File: src/rtl/exu_cfg_pkg.sv
`default_nettype none

package exu_cfg_pkg;

  //////////////////////////////////////////////////////////////////////
  // Datapath sizes

  localparam int XLEN    = 32;
  localparam int RF_NUM  = 32;
  localparam int RFIDX_W = 5;

  // Dot product works on byte lanes
  localparam int LANE_W  = 8;

  typedef logic [XLEN-1:0]    xlen_t;
  typedef logic [RFIDX_W-1:0] rfidx_t;

endpackage

`default_nettype wire

File: src/rtl/exu_op_pkg.sv
`default_nettype none

package exu_op_pkg;

  //////////////////////////////////////////////////////////////////////
  // Pre-decoded operation codes

  typedef enum logic [2:0] {
    OP_ADD  = 3'd0,
    OP_SUB  = 3'd1,
    OP_AND  = 3'd2,
    OP_OR   = 3'd3,
    OP_XOR  = 3'd4,
    OP_ADDI = 3'd5,
    OP_DOT  = 3'd6,
    OP_LOAD = 3'd7
  } exu_op_t;

  // Immediate forms take the immediate in place of rs2
  function automatic logic op_reads_rs2(exu_op_t op);
    return !(op inside {OP_ADDI, OP_LOAD});
  endfunction

  // Only loads are tracked by the OITF
  function automatic logic op_is_longp(exu_op_t op);
    return op == OP_LOAD;
  endfunction

endpackage

`default_nettype wire

File: src/rtl/exu_regfile.sv
`default_nettype none

module exu_regfile
  import exu_cfg_pkg::*;
(
  input  wire logic   clk,
  input  wire logic   i_rst,
  input  wire rfidx_t i_rs1idx,
  input  wire rfidx_t i_rs2idx,
  output xlen_t       o_rs1,
  output xlen_t       o_rs2,
  input  wire logic   i_wen,
  input  wire rfidx_t i_wdidx,
  input  wire xlen_t  i_wdat
);

  xlen_t regs [RF_NUM];

  // x0 is cleared here and never written afterwards
  always_ff @(posedge clk) begin
    if (i_rst) begin
      for (int i = 0; i < RF_NUM; i++) begin
        regs[i] <= '0;
      end
    end else if (i_wen && (i_wdidx != '0)) begin
      regs[i_wdidx] <= i_wdat;
    end
  end

  // Asynchronous read ports, no bypass
  assign o_rs1 = regs[i_rs1idx];
  assign o_rs2 = regs[i_rs2idx];

endmodule

`default_nettype wire

File: src/rtl/exu_disp.sv
`default_nettype none

module exu_disp
  import exu_cfg_pkg::*;
  import exu_op_pkg::*;
#(
  parameter int OITF_DEPTH = 4,
  localparam int ITAG_W = (OITF_DEPTH > 1) ? $clog2(OITF_DEPTH) : 1
) (
  input  wire logic              clk,
  input  wire logic              i_rst,
  input  wire logic              i_valid,
  output logic                   o_ready,
  input  wire exu_op_t           i_op,
  input  wire rfidx_t            i_rs1idx,
  input  wire rfidx_t            i_rs2idx,
  input  wire rfidx_t            i_rdidx,
  input  wire xlen_t             i_imm,
  input  wire xlen_t             i_rs1,
  input  wire xlen_t             i_rs2,
  // OITF status
  input  wire logic              i_dis_ready,
  input  wire logic [ITAG_W-1:0] i_dis_itag,
  input  wire logic              i_match_rs1,
  input  wire logic              i_match_rs2,
  input  wire logic              i_match_rd,
  input  wire logic              i_oitf_empty,
  output logic                   o_oitf_ena,
  output logic                   o_exu_active,
  // To the ALU
  output logic                   o_alu_valid,
  input  wire logic              i_alu_ready,
  output exu_op_t                o_alu_op,
  output xlen_t                  o_alu_op1,
  output xlen_t                  o_alu_op2,
  output rfidx_t                 o_alu_rdidx,
  output logic                   o_alu_rdwen,
  output logic [ITAG_W-1:0]      o_alu_itag
);

  logic is_longp;
  logic rs2en;
  logic rdwen;
  logic dep_stall;
  logic oitf_stall;
  logic wait_q;

  //////////////////////////////////////////////////////////////////////
  // Hazard check

  assign is_longp = op_is_longp(i_op);
  assign rs2en    = op_reads_rs2(i_op);
  assign rdwen    = (i_rdidx != '0);

  // Every operation reads rs1, so its match needs no qualifier
  assign dep_stall  = i_match_rs1 | (rs2en & i_match_rs2) | (rdwen & i_match_rd);
  assign oitf_stall = is_longp & ~i_dis_ready;

  //////////////////////////////////////////////////////////////////////
  // Handshake and routing

  assign o_alu_valid = i_valid & ~dep_stall & ~oitf_stall;
  assign o_ready     = ~dep_stall & ~oitf_stall & i_alu_ready;
  assign o_oitf_ena  = o_alu_valid & i_alu_ready & is_longp;

  assign o_alu_op    = i_op;
  assign o_alu_op1   = i_rs1;
  assign o_alu_op2   = rs2en ? i_rs2 : i_imm;
  assign o_alu_rdidx = i_rdidx;
  assign o_alu_rdwen = rdwen;
  assign o_alu_itag  = i_dis_itag;

  // Instruction held back at dispatch last cycle
  always_ff @(posedge clk) begin
    if (i_rst) begin
      wait_q <= 1'b0;
    end else begin
      wait_q <= i_valid & ~o_ready;
    end
  end

  assign o_exu_active = ~i_oitf_empty | i_valid | wait_q;

endmodule

`default_nettype wire

File: src/rtl/exu_alu.sv
`default_nettype none

module exu_alu
  import exu_cfg_pkg::*;
  import exu_op_pkg::*;
#(
  parameter int ITAG_W = 2
) (
  input  wire logic              i_valid,
  output logic                   o_ready,
  input  wire exu_op_t           i_op,
  input  wire xlen_t             i_op1,
  input  wire xlen_t             i_op2,
  input  wire rfidx_t            i_rdidx,
  input  wire logic              i_rdwen,
  input  wire logic [ITAG_W-1:0] i_itag,
  // Short write-back path
  output logic                   o_wbck_valid,
  input  wire logic              i_wbck_ready,
  output xlen_t                  o_wbck_wdat,
  output rfidx_t                 o_wbck_rdidx,
  // Load command
  output logic                   o_lsu_cmd_valid,
  input  wire logic              i_lsu_cmd_ready,
  output xlen_t                  o_lsu_cmd_addr,
  output logic [ITAG_W-1:0]      o_lsu_cmd_itag
);

  localparam int LANES = XLEN / LANE_W;

  logic  is_load;
  xlen_t sum;
  xlen_t dot_sum;
  xlen_t result;

  assign is_load = op_is_longp(i_op);

  // One adder for add, add-immediate and load address
  assign sum = i_op1 + i_op2;

  // Unsigned byte-lane dot product, wraps at XLEN
  always_comb begin
    xlen_t lane_a;
    xlen_t lane_b;
    dot_sum = '0;
    for (int i = 0; i < LANES; i++) begin
      lane_a  = xlen_t'(i_op1[i*LANE_W +: LANE_W]);
      lane_b  = xlen_t'(i_op2[i*LANE_W +: LANE_W]);
      dot_sum = dot_sum + lane_a * lane_b;
    end
  end

  always_comb begin
    case (i_op)
      OP_SUB:  result = i_op1 - i_op2;
      OP_AND:  result = i_op1 & i_op2;
      OP_OR:   result = i_op1 | i_op2;
      OP_XOR:  result = i_op1 ^ i_op2;
      OP_DOT:  result = dot_sum;
      default: result = sum;
    endcase
  end

  assign o_wbck_valid = i_valid & ~is_load & i_rdwen;
  assign o_wbck_wdat  = result;
  assign o_wbck_rdidx = i_rdidx;

  assign o_lsu_cmd_valid = i_valid & is_load;
  assign o_lsu_cmd_addr  = sum;
  assign o_lsu_cmd_itag  = i_itag;

  // Ready follows whichever path the operation leaves through
  assign o_ready = is_load ? i_lsu_cmd_ready : (~i_rdwen | i_wbck_ready);

endmodule

`default_nettype wire

File: src/rtl/exu_longp.sv
`default_nettype none

module exu_longp
  import exu_cfg_pkg::*;
#(
  parameter int OITF_DEPTH = 4,
  localparam int ITAG_W = (OITF_DEPTH > 1) ? $clog2(OITF_DEPTH) : 1
) (
  input  wire logic              clk,
  input  wire logic              i_rst,
  // Allocation
  input  wire logic              i_dis_ena,
  input  wire rfidx_t            i_dis_rdidx,
  input  wire logic              i_dis_rdwen,
  output logic                   o_dis_ready,
  output logic [ITAG_W-1:0]      o_dis_itag,
  // Scoreboard
  input  wire rfidx_t            i_rs1idx,
  input  wire rfidx_t            i_rs2idx,
  input  wire rfidx_t            i_rdidx,
  input  wire logic              i_rs1en,
  input  wire logic              i_rs2en,
  output logic                   o_match_rs1,
  output logic                   o_match_rs2,
  output logic                   o_match_rd,
  output logic                   o_oitf_empty,
  // Load return
  input  wire logic              i_lsu_valid,
  output logic                   o_lsu_ready,
  input  wire xlen_t             i_lsu_wdat,
  input  wire logic [ITAG_W-1:0] i_lsu_itag,
  // Long write-back path
  output logic                   o_wbck_valid,
  input  wire logic              i_wbck_ready,
  output xlen_t                  o_wbck_wdat,
  output rfidx_t                 o_wbck_rdidx
);

  // Pointers carry a wrap bit above the index
  logic [ITAG_W:0]         alc_ptr;
  logic [ITAG_W:0]         ret_ptr;
  logic [OITF_DEPTH-1:0]   ent_vld;
  rfidx_t                  ent_rdidx [OITF_DEPTH];
  logic                    ent_rdwen [OITF_DEPTH];
  logic                    full;
  logic                    head_rdwen;
  logic                    ret_ena;
  logic                    hit_rs1;
  logic                    hit_rs2;
  logic                    hit_rd;

  function automatic logic [ITAG_W:0] ptr_inc(logic [ITAG_W:0] p);
    if (p[ITAG_W-1:0] == ITAG_W'(OITF_DEPTH - 1)) begin
      return {~p[ITAG_W], {ITAG_W{1'b0}}};
    end
    return {p[ITAG_W], p[ITAG_W-1:0] + 1'b1};
  endfunction

  assign o_oitf_empty = (alc_ptr == ret_ptr);
  assign full         = (alc_ptr[ITAG_W-1:0] == ret_ptr[ITAG_W-1:0])
                      & (alc_ptr[ITAG_W] != ret_ptr[ITAG_W]);
  assign o_dis_ready  = ~full;
  assign o_dis_itag   = alc_ptr[ITAG_W-1:0];

  //////////////////////////////////////////////////////////////////////
  // Retirement, in order from the head

  assign head_rdwen   = ent_rdwen[ret_ptr[ITAG_W-1:0]];
  assign o_lsu_ready  = ~o_oitf_empty & (i_lsu_itag == ret_ptr[ITAG_W-1:0])
                      & (~head_rdwen | i_wbck_ready);
  assign ret_ena      = i_lsu_valid & o_lsu_ready;

  // x0 destinations retire silently
  assign o_wbck_valid = i_lsu_valid & ~o_oitf_empty & head_rdwen
                      & (i_lsu_itag == ret_ptr[ITAG_W-1:0]);
  assign o_wbck_wdat  = i_lsu_wdat;
  assign o_wbck_rdidx = ent_rdidx[ret_ptr[ITAG_W-1:0]];

  always_ff @(posedge clk) begin
    if (i_rst) begin
      alc_ptr <= '0;
      ret_ptr <= '0;
      ent_vld <= '0;
    end else begin
      if (i_dis_ena) begin
        ent_vld[alc_ptr[ITAG_W-1:0]] <= 1'b1;
        alc_ptr <= ptr_inc(alc_ptr);
      end
      if (ret_ena) begin
        ent_vld[ret_ptr[ITAG_W-1:0]] <= 1'b0;
        ret_ptr <= ptr_inc(ret_ptr);
      end
    end
  end

  always_ff @(posedge clk) begin
    if (i_dis_ena) begin
      ent_rdidx[alc_ptr[ITAG_W-1:0]] <= i_dis_rdidx;
      ent_rdwen[alc_ptr[ITAG_W-1:0]] <= i_dis_rdwen;
    end
  end

  //////////////////////////////////////////////////////////////////////
  // Scoreboard compare against every live entry

  always_comb begin
    hit_rs1 = 1'b0;
    hit_rs2 = 1'b0;
    hit_rd  = 1'b0;
    for (int i = 0; i < OITF_DEPTH; i++) begin
      if (ent_vld[i] && ent_rdwen[i]) begin
        hit_rs1 = hit_rs1 | (ent_rdidx[i] == i_rs1idx);
        hit_rs2 = hit_rs2 | (ent_rdidx[i] == i_rs2idx);
        hit_rd  = hit_rd  | (ent_rdidx[i] == i_rdidx);
      end
    end
  end

  assign o_match_rs1 = hit_rs1 & i_rs1en;
  assign o_match_rs2 = hit_rs2 & i_rs2en;
  assign o_match_rd  = hit_rd;

endmodule

`default_nettype wire

File: src/rtl/exu_wbck.sv
`default_nettype none

module exu_wbck
  import exu_cfg_pkg::*;
(
  // Short path from the ALU
  input  wire logic   i_alu_valid,
  output logic        o_alu_ready,
  input  wire xlen_t  i_alu_wdat,
  input  wire rfidx_t i_alu_rdidx,
  // Long path from the OITF retire side
  input  wire logic   i_lp_valid,
  output logic        o_lp_ready,
  input  wire xlen_t  i_lp_wdat,
  input  wire rfidx_t i_lp_rdidx,
  // Register file write port
  output logic        o_rf_ena,
  output rfidx_t      o_rf_rdidx,
  output xlen_t       o_rf_wdat
);

  logic alu_grant;
  logic lp_grant;

  //////////////////////////////////////////////////////////////////////
  // Fixed priority, long pipe first

  // Nothing outranks the long pipe
  assign o_lp_ready  = 1'b1;
  assign o_alu_ready = ~i_lp_valid;

  assign lp_grant  = i_lp_valid & o_lp_ready;
  assign alu_grant = i_alu_valid & o_alu_ready;

  assign o_rf_ena   = lp_grant | alu_grant;
  assign o_rf_rdidx = lp_grant ? i_lp_rdidx : i_alu_rdidx;
  assign o_rf_wdat  = lp_grant ? i_lp_wdat  : i_alu_wdat;

endmodule

`default_nettype wire

File: src/rtl/exu_top.sv
`default_nettype none

module exu_top
  import exu_cfg_pkg::*;
  import exu_op_pkg::*;
#(
  parameter int OITF_DEPTH = 4,
  localparam int ITAG_W = (OITF_DEPTH > 1) ? $clog2(OITF_DEPTH) : 1
) (
  input  wire logic              clk,
  input  wire logic              i_rst,
  // Pre-decoded instruction
  input  wire logic              i_valid,
  output logic                   o_ready,
  input  wire exu_op_t           i_op,
  input  wire rfidx_t            i_rs1idx,
  input  wire rfidx_t            i_rs2idx,
  input  wire rfidx_t            i_rdidx,
  input  wire xlen_t             i_imm,
  // Load command to the load unit
  output logic                   o_lsu_cmd_valid,
  input  wire logic              i_lsu_cmd_ready,
  output xlen_t                  o_lsu_cmd_addr,
  output logic [ITAG_W-1:0]      o_lsu_cmd_itag,
  // Load return
  input  wire logic              i_lsu_valid,
  output logic                   o_lsu_ready,
  input  wire xlen_t             i_lsu_wdat,
  input  wire logic [ITAG_W-1:0] i_lsu_itag,
  // Register file write port and status
  output logic                   o_wbck_ena,
  output rfidx_t                 o_wbck_rdidx,
  output xlen_t                  o_wbck_wdat,
  output logic                   o_oitf_empty,
  output logic                   o_exu_active
);

  xlen_t               rf_rs1;
  xlen_t               rf_rs2;

  logic                alu_valid;
  logic                alu_ready;
  exu_op_t             alu_op;
  xlen_t               alu_op1;
  xlen_t               alu_op2;
  rfidx_t              alu_rdidx;
  logic                alu_rdwen;
  logic [ITAG_W-1:0]   alu_itag;

  logic                oitf_ena;
  logic                dis_ready;
  logic [ITAG_W-1:0]   dis_itag;
  logic                match_rs1;
  logic                match_rs2;
  logic                match_rd;

  logic                alu_wb_valid;
  logic                alu_wb_ready;
  xlen_t               alu_wb_wdat;
  rfidx_t              alu_wb_rdidx;

  logic                lp_wb_valid;
  logic                lp_wb_ready;
  xlen_t               lp_wb_wdat;
  rfidx_t              lp_wb_rdidx;

  exu_regfile u_regfile (
    .clk      (clk),          .i_rst    (i_rst),
    .i_rs1idx (i_rs1idx),     .i_rs2idx (i_rs2idx),
    .o_rs1    (rf_rs1),       .o_rs2    (rf_rs2),
    .i_wen    (o_wbck_ena),   .i_wdidx  (o_wbck_rdidx),  .i_wdat (o_wbck_wdat)
  );

  exu_disp #(.OITF_DEPTH(OITF_DEPTH)) u_disp (
    .clk          (clk),          .i_rst        (i_rst),
    .i_valid      (i_valid),      .o_ready      (o_ready),      .i_op     (i_op),
    .i_rs1idx     (i_rs1idx),     .i_rs2idx     (i_rs2idx),     .i_rdidx  (i_rdidx),
    .i_imm        (i_imm),        .i_rs1        (rf_rs1),       .i_rs2    (rf_rs2),
    .i_dis_ready  (dis_ready),    .i_dis_itag   (dis_itag),
    .i_match_rs1  (match_rs1),    .i_match_rs2  (match_rs2),    .i_match_rd (match_rd),
    .i_oitf_empty (o_oitf_empty), .o_oitf_ena   (oitf_ena),     .o_exu_active (o_exu_active),
    .o_alu_valid  (alu_valid),    .i_alu_ready  (alu_ready),    .o_alu_op   (alu_op),
    .o_alu_op1    (alu_op1),      .o_alu_op2    (alu_op2),
    .o_alu_rdidx  (alu_rdidx),    .o_alu_rdwen  (alu_rdwen),    .o_alu_itag (alu_itag)
  );

  exu_alu #(.ITAG_W(ITAG_W)) u_alu (
    .i_valid         (alu_valid),       .o_ready         (alu_ready),
    .i_op            (alu_op),          .i_op1           (alu_op1),
    .i_op2           (alu_op2),         .i_rdidx         (alu_rdidx),
    .i_rdwen         (alu_rdwen),       .i_itag          (alu_itag),
    .o_wbck_valid    (alu_wb_valid),    .i_wbck_ready    (alu_wb_ready),
    .o_wbck_wdat     (alu_wb_wdat),     .o_wbck_rdidx    (alu_wb_rdidx),
    .o_lsu_cmd_valid (o_lsu_cmd_valid), .i_lsu_cmd_ready (i_lsu_cmd_ready),
    .o_lsu_cmd_addr  (o_lsu_cmd_addr),  .o_lsu_cmd_itag  (o_lsu_cmd_itag)
  );

  // Scoreboard compares are only live while an instruction is offered
  exu_longp #(.OITF_DEPTH(OITF_DEPTH)) u_longp (
    .clk          (clk),          .i_rst        (i_rst),
    .i_dis_ena    (oitf_ena),     .i_dis_rdidx  (alu_rdidx),    .i_dis_rdwen (alu_rdwen),
    .o_dis_ready  (dis_ready),    .o_dis_itag   (dis_itag),
    .i_rs1idx     (i_rs1idx),     .i_rs2idx     (i_rs2idx),     .i_rdidx     (i_rdidx),
    .i_rs1en      (i_valid),      .i_rs2en      (i_valid),
    .o_match_rs1  (match_rs1),    .o_match_rs2  (match_rs2),    .o_match_rd  (match_rd),
    .o_oitf_empty (o_oitf_empty),
    .i_lsu_valid  (i_lsu_valid),  .o_lsu_ready  (o_lsu_ready),
    .i_lsu_wdat   (i_lsu_wdat),   .i_lsu_itag   (i_lsu_itag),
    .o_wbck_valid (lp_wb_valid),  .i_wbck_ready (lp_wb_ready),
    .o_wbck_wdat  (lp_wb_wdat),   .o_wbck_rdidx (lp_wb_rdidx)
  );

  exu_wbck u_wbck (
    .i_alu_valid (alu_wb_valid), .o_alu_ready (alu_wb_ready),
    .i_alu_wdat  (alu_wb_wdat),  .i_alu_rdidx (alu_wb_rdidx),
    .i_lp_valid  (lp_wb_valid),  .o_lp_ready  (lp_wb_ready),
    .i_lp_wdat   (lp_wb_wdat),   .i_lp_rdidx  (lp_wb_rdidx),
    .o_rf_ena    (o_wbck_ena),   .o_rf_rdidx  (o_wbck_rdidx), .o_rf_wdat (o_wbck_wdat)
  );

endmodule

`default_nettype wire

File: config.mk
export PLATFORM = sky130hd
export DESIGN_NAME = exu_top
export DESIGN_NICKNAME = d
export VERILOG_FILES = /design/src/rtl/exu_cfg_pkg.sv /design/src/rtl/exu_op_pkg.sv /design/src/rtl/exu_regfile.sv /design/src/rtl/exu_disp.sv /design/src/rtl/exu_alu.sv /design/src/rtl/exu_longp.sv /design/src/rtl/exu_wbck.sv /design/src/rtl/exu_top.sv
export SDC_FILE = /design/constraint.sdc
export NUM_CORES = 2
export LEC_CHECK = 0
export ABC_CLOCK_PERIOD_IN_PS = 35200
export BUFFER_PORTS_ARGS = -buffer_cell sky130_fd_sc_hd__buf_2
export CORE_ASPECT_RATIO = 1.4
export CORE_MARGIN = 3
export CORE_UTILIZATION = 45
export DETAILED_ROUTE_END_ITERATION = 10
export GPL_TIMING_DRIVEN = 0
export REMOVE_ABC_BUFFERS = 1
export SLEW_MARGIN = 10
export SYNTH_ARGS = -nofsm -noshare
export SYNTH_HDL_FRONTEND = slang
export SYNTH_HIERARCHICAL = 1
export SYNTH_SLANG_ARGS = --single-unit
File: constraint.sdc
create_clock -name clk -period 35.2 [get_ports clk]
set_clock_uncertainty 0.15 [all_clocks]
set_input_delay 1.76 -clock clk [delete_from_list [all_inputs] [get_ports clk]]
set_output_delay 1.76 -clock clk [all_outputs]
set_load 0.01 [all_outputs]
==> metrics list <==
- Status: complete, no violations
* Initial DRC Count: 5260
- Die outline height: 487.6 microns
* Startpoint type of the worst setup path: input pin
- Launching element of the worst setup path: i_rs1idx[1]
* Starting density of the core: 0.4532
- Commonest register cell after synthesis: sky130_fd_sc_hd__edfxtp_1
- Max-cap violations in this run came to 0.
- Final routed DRC violation total: 0
- Number of different library cells in the post-synthesis netlist: 107
* Worst R2R Path Depth: 40
- Delay of the slowest critical-path stage: a little over 1 ns
- Maximum fanout along the worst path: 79
- I/O pin count: 166
* DIE AREA: 170700 sq um
- Final design area excluding fillers: about 82000 sq um
* Quantity of gates resized following cts: 0
* Routed WL per cell: 29.77 microns
* Hold buffers post-CTS: 0
* Clock input transition at the sequential cells of the worst setup and hold paths: 0.06 ns
- Using the TritonRoute via totals, the vias-per-cell ratio works out to approximately 6.
- Path class of the lowest-slack min-delay path: register to register
- FILL cells: 14680
- The worst hold path begins at u_longp/ent_vld[0].
- Num CTS Buffers: 103
- Routed Antenna Nets: 0
- In this run the standard cell core region covers 164500 sq um.
- Area of placed instances: 77960 sq um
- Pin count of the biggest net entering global routing: 80
* Last element of the critical path: o_wbck_wdat[15]
* Setup repair bufs after CTS: 0
- Proportion of synthesized chip area in sequential cells: 0.4256
- TritonCTS built the clock tree.
- Slew margin rel.: 0.1333
* WHS Path Cells: 2
- At the later pin of the worst-skew pair, clock insertion delay measures ~0.76 ns.
- Counting every instance in the synthesized netlist gives 6894.
- Setup repair after global routing left no endpoint under its margin.
- Flops & latches, synth: 1061
* Global-route wire length before repair: 378800 microns
* Placed wire-length estimate after detailed placement: 179100 microns
- Measured along the x axis, the die boundary spans around 350 microns.
- In this run the critical register-to-register path is captured at u_regfile/regs[3][15].
- Worst-margin pin slew: 1.297 ns
- After layout, the minimum clock period comes to between 15 and 20 ns.
- The tree is rooted in a sky130_fd_sc_hd__clkbuf_16.
- The synthesized netlist occupies a cell area of 74550 sq um.
- Proportion of layout cells with a drive suffix above 1: 0.09231
- Detailed routing inserted a total of roughly 55000 vias.
- By count the netlist is led by sky130_fd_sc_hd__edfxtp_1 (1048), sky130_fd_sc_hd__mux2i_1 (1040), sky130_fd_sc_hd__and2_1 (1002), sky130_fd_sc_hd__inv_1 (442), sky130_fd_sc_hd__nand2_1 (361).
- Required time reported for the critical path endpoint: 33.29 ns
- Portion of the clock cycle consumed by the worst path in the final layout: 0.5231
* Worst setup slack after layout: 16.79 ns
- Summed over all layers, the routed wires come to roughly 270000 microns.
- Async SR Flop Fraction: 0
- CP dominant cell by count: sky130_fd_sc_hd__fa_1
* Total grt overflow: 0
- Post-synth top area share: 0.4222
* Gpl congestion: 1.008
* Floorplan row count: approximately 180
* Critical path class: input pin to primary output
- Port Buffer Count: 165
- Global router's overall resource usage: 0.3058
- Top area cells in the synthesized netlist: sky130_fd_sc_hd__edfxtp_1 (42%), sky130_fd_sc_hd__mux2i_1 (14%), sky130_fd_sc_hd__and2_1 (8.4%)
* Synth warn: 6
- The H-tree was split into 3 levels.
- Pre-Repair DR Iteration Count: 9
* Flop-to-flop setup slack: approximately 21 ns
* Worst reg2reg path startpoint: u_regfile/regs[3][1]
- Most used standard cell by instance count after synthesis: sky130_fd_sc_hd__edfxtp_1
- The total count of max-transition violations in the final report is 0.
* Worst slack, placed: between 15 and 20 ns
- Based on the critical path, the design can be clocked at up to approximately 0.054 GHz.
* Net count of the finished layout: 7258
* Vias in the first global route: about 55000
- In the final timing run, aggregate negative setup slack is 0 ns.
- Critical Path AT: 16.50 ns
- Area growth syn-to-layout: 9.350%
- The synthesized design contains 1048 enable-type register cells.
- Per-instance average area after synthesis: between 10 and 15 sq um
* Library cell occupying the most area in the post-synthesis netlist: sky130_fd_sc_hd__edfxtp_1
* Buffer depth of the longest clock path: 3
- Count of clock tree sinks: about 1100
- Hold is met by 0.3585 ns.
- Setup violations remaining at the end of the flow were counted as 0.
- Initial antenna violation count: 14
- Critical path capture point type: primary output
* Final Hold Viols: 0
- Among all stages on the critical path, the largest delay is contributed by sky130_fd_sc_hd__xor2_1.
==> cell type report <==
cell class | count | area [sq um] | share of cell area
Multi-Input combinational cell | 4816 | 38390 | 0.4710
Sequential cell | 1061 | 31730 | 0.3892
Timing Repair Buffer | 283 | 3551 | 0.04356
Tap cell | 2136 | 2673 | 0.03279
Clock buffer | 120 | 2641 | 0.03240
Inverter | 448 | 1683 | 0.02064
Clock inverter | 75 | 824.5 | 0.01011
Antenna cell | 8 | 20.02 | 0.0002456
==> layout by cell type (no fill, tap or decap), types with 166 or more instances in the layout <==
cell	Yosys	layout
sky130_fd_sc_hd__buf_2	125	166
sky130_fd_sc_hd__a21oi_1	309	309
sky130_fd_sc_hd__nand2_1	361	359
sky130_fd_sc_hd__a22oi_1	197	197
sky130_fd_sc_hd__nor2_1	259	238
sky130_fd_sc_hd__fa_1	213	213
sky130_fd_sc_hd__edfxtp_1	1048	1048
sky130_fd_sc_hd__nand3_1	216	216
sky130_fd_sc_hd__inv_1	442	442
sky130_fd_sc_hd__ha_1	243	243
sky130_fd_sc_hd__and2_1	1002	1000
sky130_fd_sc_hd__mux2i_1	1040	1040
==> critical path: cells and delay by family <==
family	cells	cell delay, ns
muxes	2	0.84
and+or+nand+nor	4	0.90
xor gates and xnor gates	1	1.02
AOI/OAI and AO/OA	10	2.66
adders and majority gates	13	6.52
buffers and inverters	13	2.47
==> per-layer routing <==
| metal | global-route usage | wire length (microns) |
|---|---|---|
| met1 | 0.3690 | 99510 |
| met2 | 0.5127 | 128000 |
| met3 | 0.04799 | 20160 |
| met4 | 0.1876 | 18570 |
| met5 | 0 | 65 |
==> registers in the layout (all words and copies together), names as in the netlist, named ones only <==
register,cells
u_longp/ent_rdwen,4
u_longp/ent_rdidx,20
u_regfile/regs,1024
u_disp/wait_q,1
u_longp/ret_ptr,3
u_longp/ent_vld,4
u_longp/alc_ptr,3
==> worst min-delay path by stage <==
stage | end | slack (ns)
2_1_floorplan | u_longp/ent_vld[0] | 0.32
3_3_place_gp | u_longp/ent_vld[0] | 0.36
3_5_place_dp | u_longp/ent_vld[0] | 0.35
4_1_cts | u_longp/ent_vld[0] | 0.36
5_1_grt | u_longp/ent_vld[0] | 0.38
6_report | u_longp/ent_vld[0] | 0.36
==> cell families (layout without fill, tap and decap cells) <==
| group | after synthesis | after routing | synth area share |
|---|---|---|---|
| compound gates | 963 | 963 | 0.08802 |
| simple gates | 2119 | 2119 | 0.1538 |
| flops | 1061 | 1061 | 0.4256 |
| xor+xnor | 127 | 127 | 0.01492 |
| buf+inv | 1048 | 926 | 0.06526 |
| fa+ha+maj | 456 | 456 | 0.09799 |
| mux | 1118 | 1118 | 0.1542 |
| other cells | 2 | 41 | 0.0001007 |
==> metrics by stage <==
stage               std cells    util
finish                   8947  0.4956
global route             8940  0.4954
CTS                      8936  0.4950
global placement         8626  0.4558
floorplan                6325       -
detailed placement       8741  0.4739
Power is left out: the tool's default activity adds up to more than one toggle a clock period on the data nets, which glitch-free logic cannot reach.
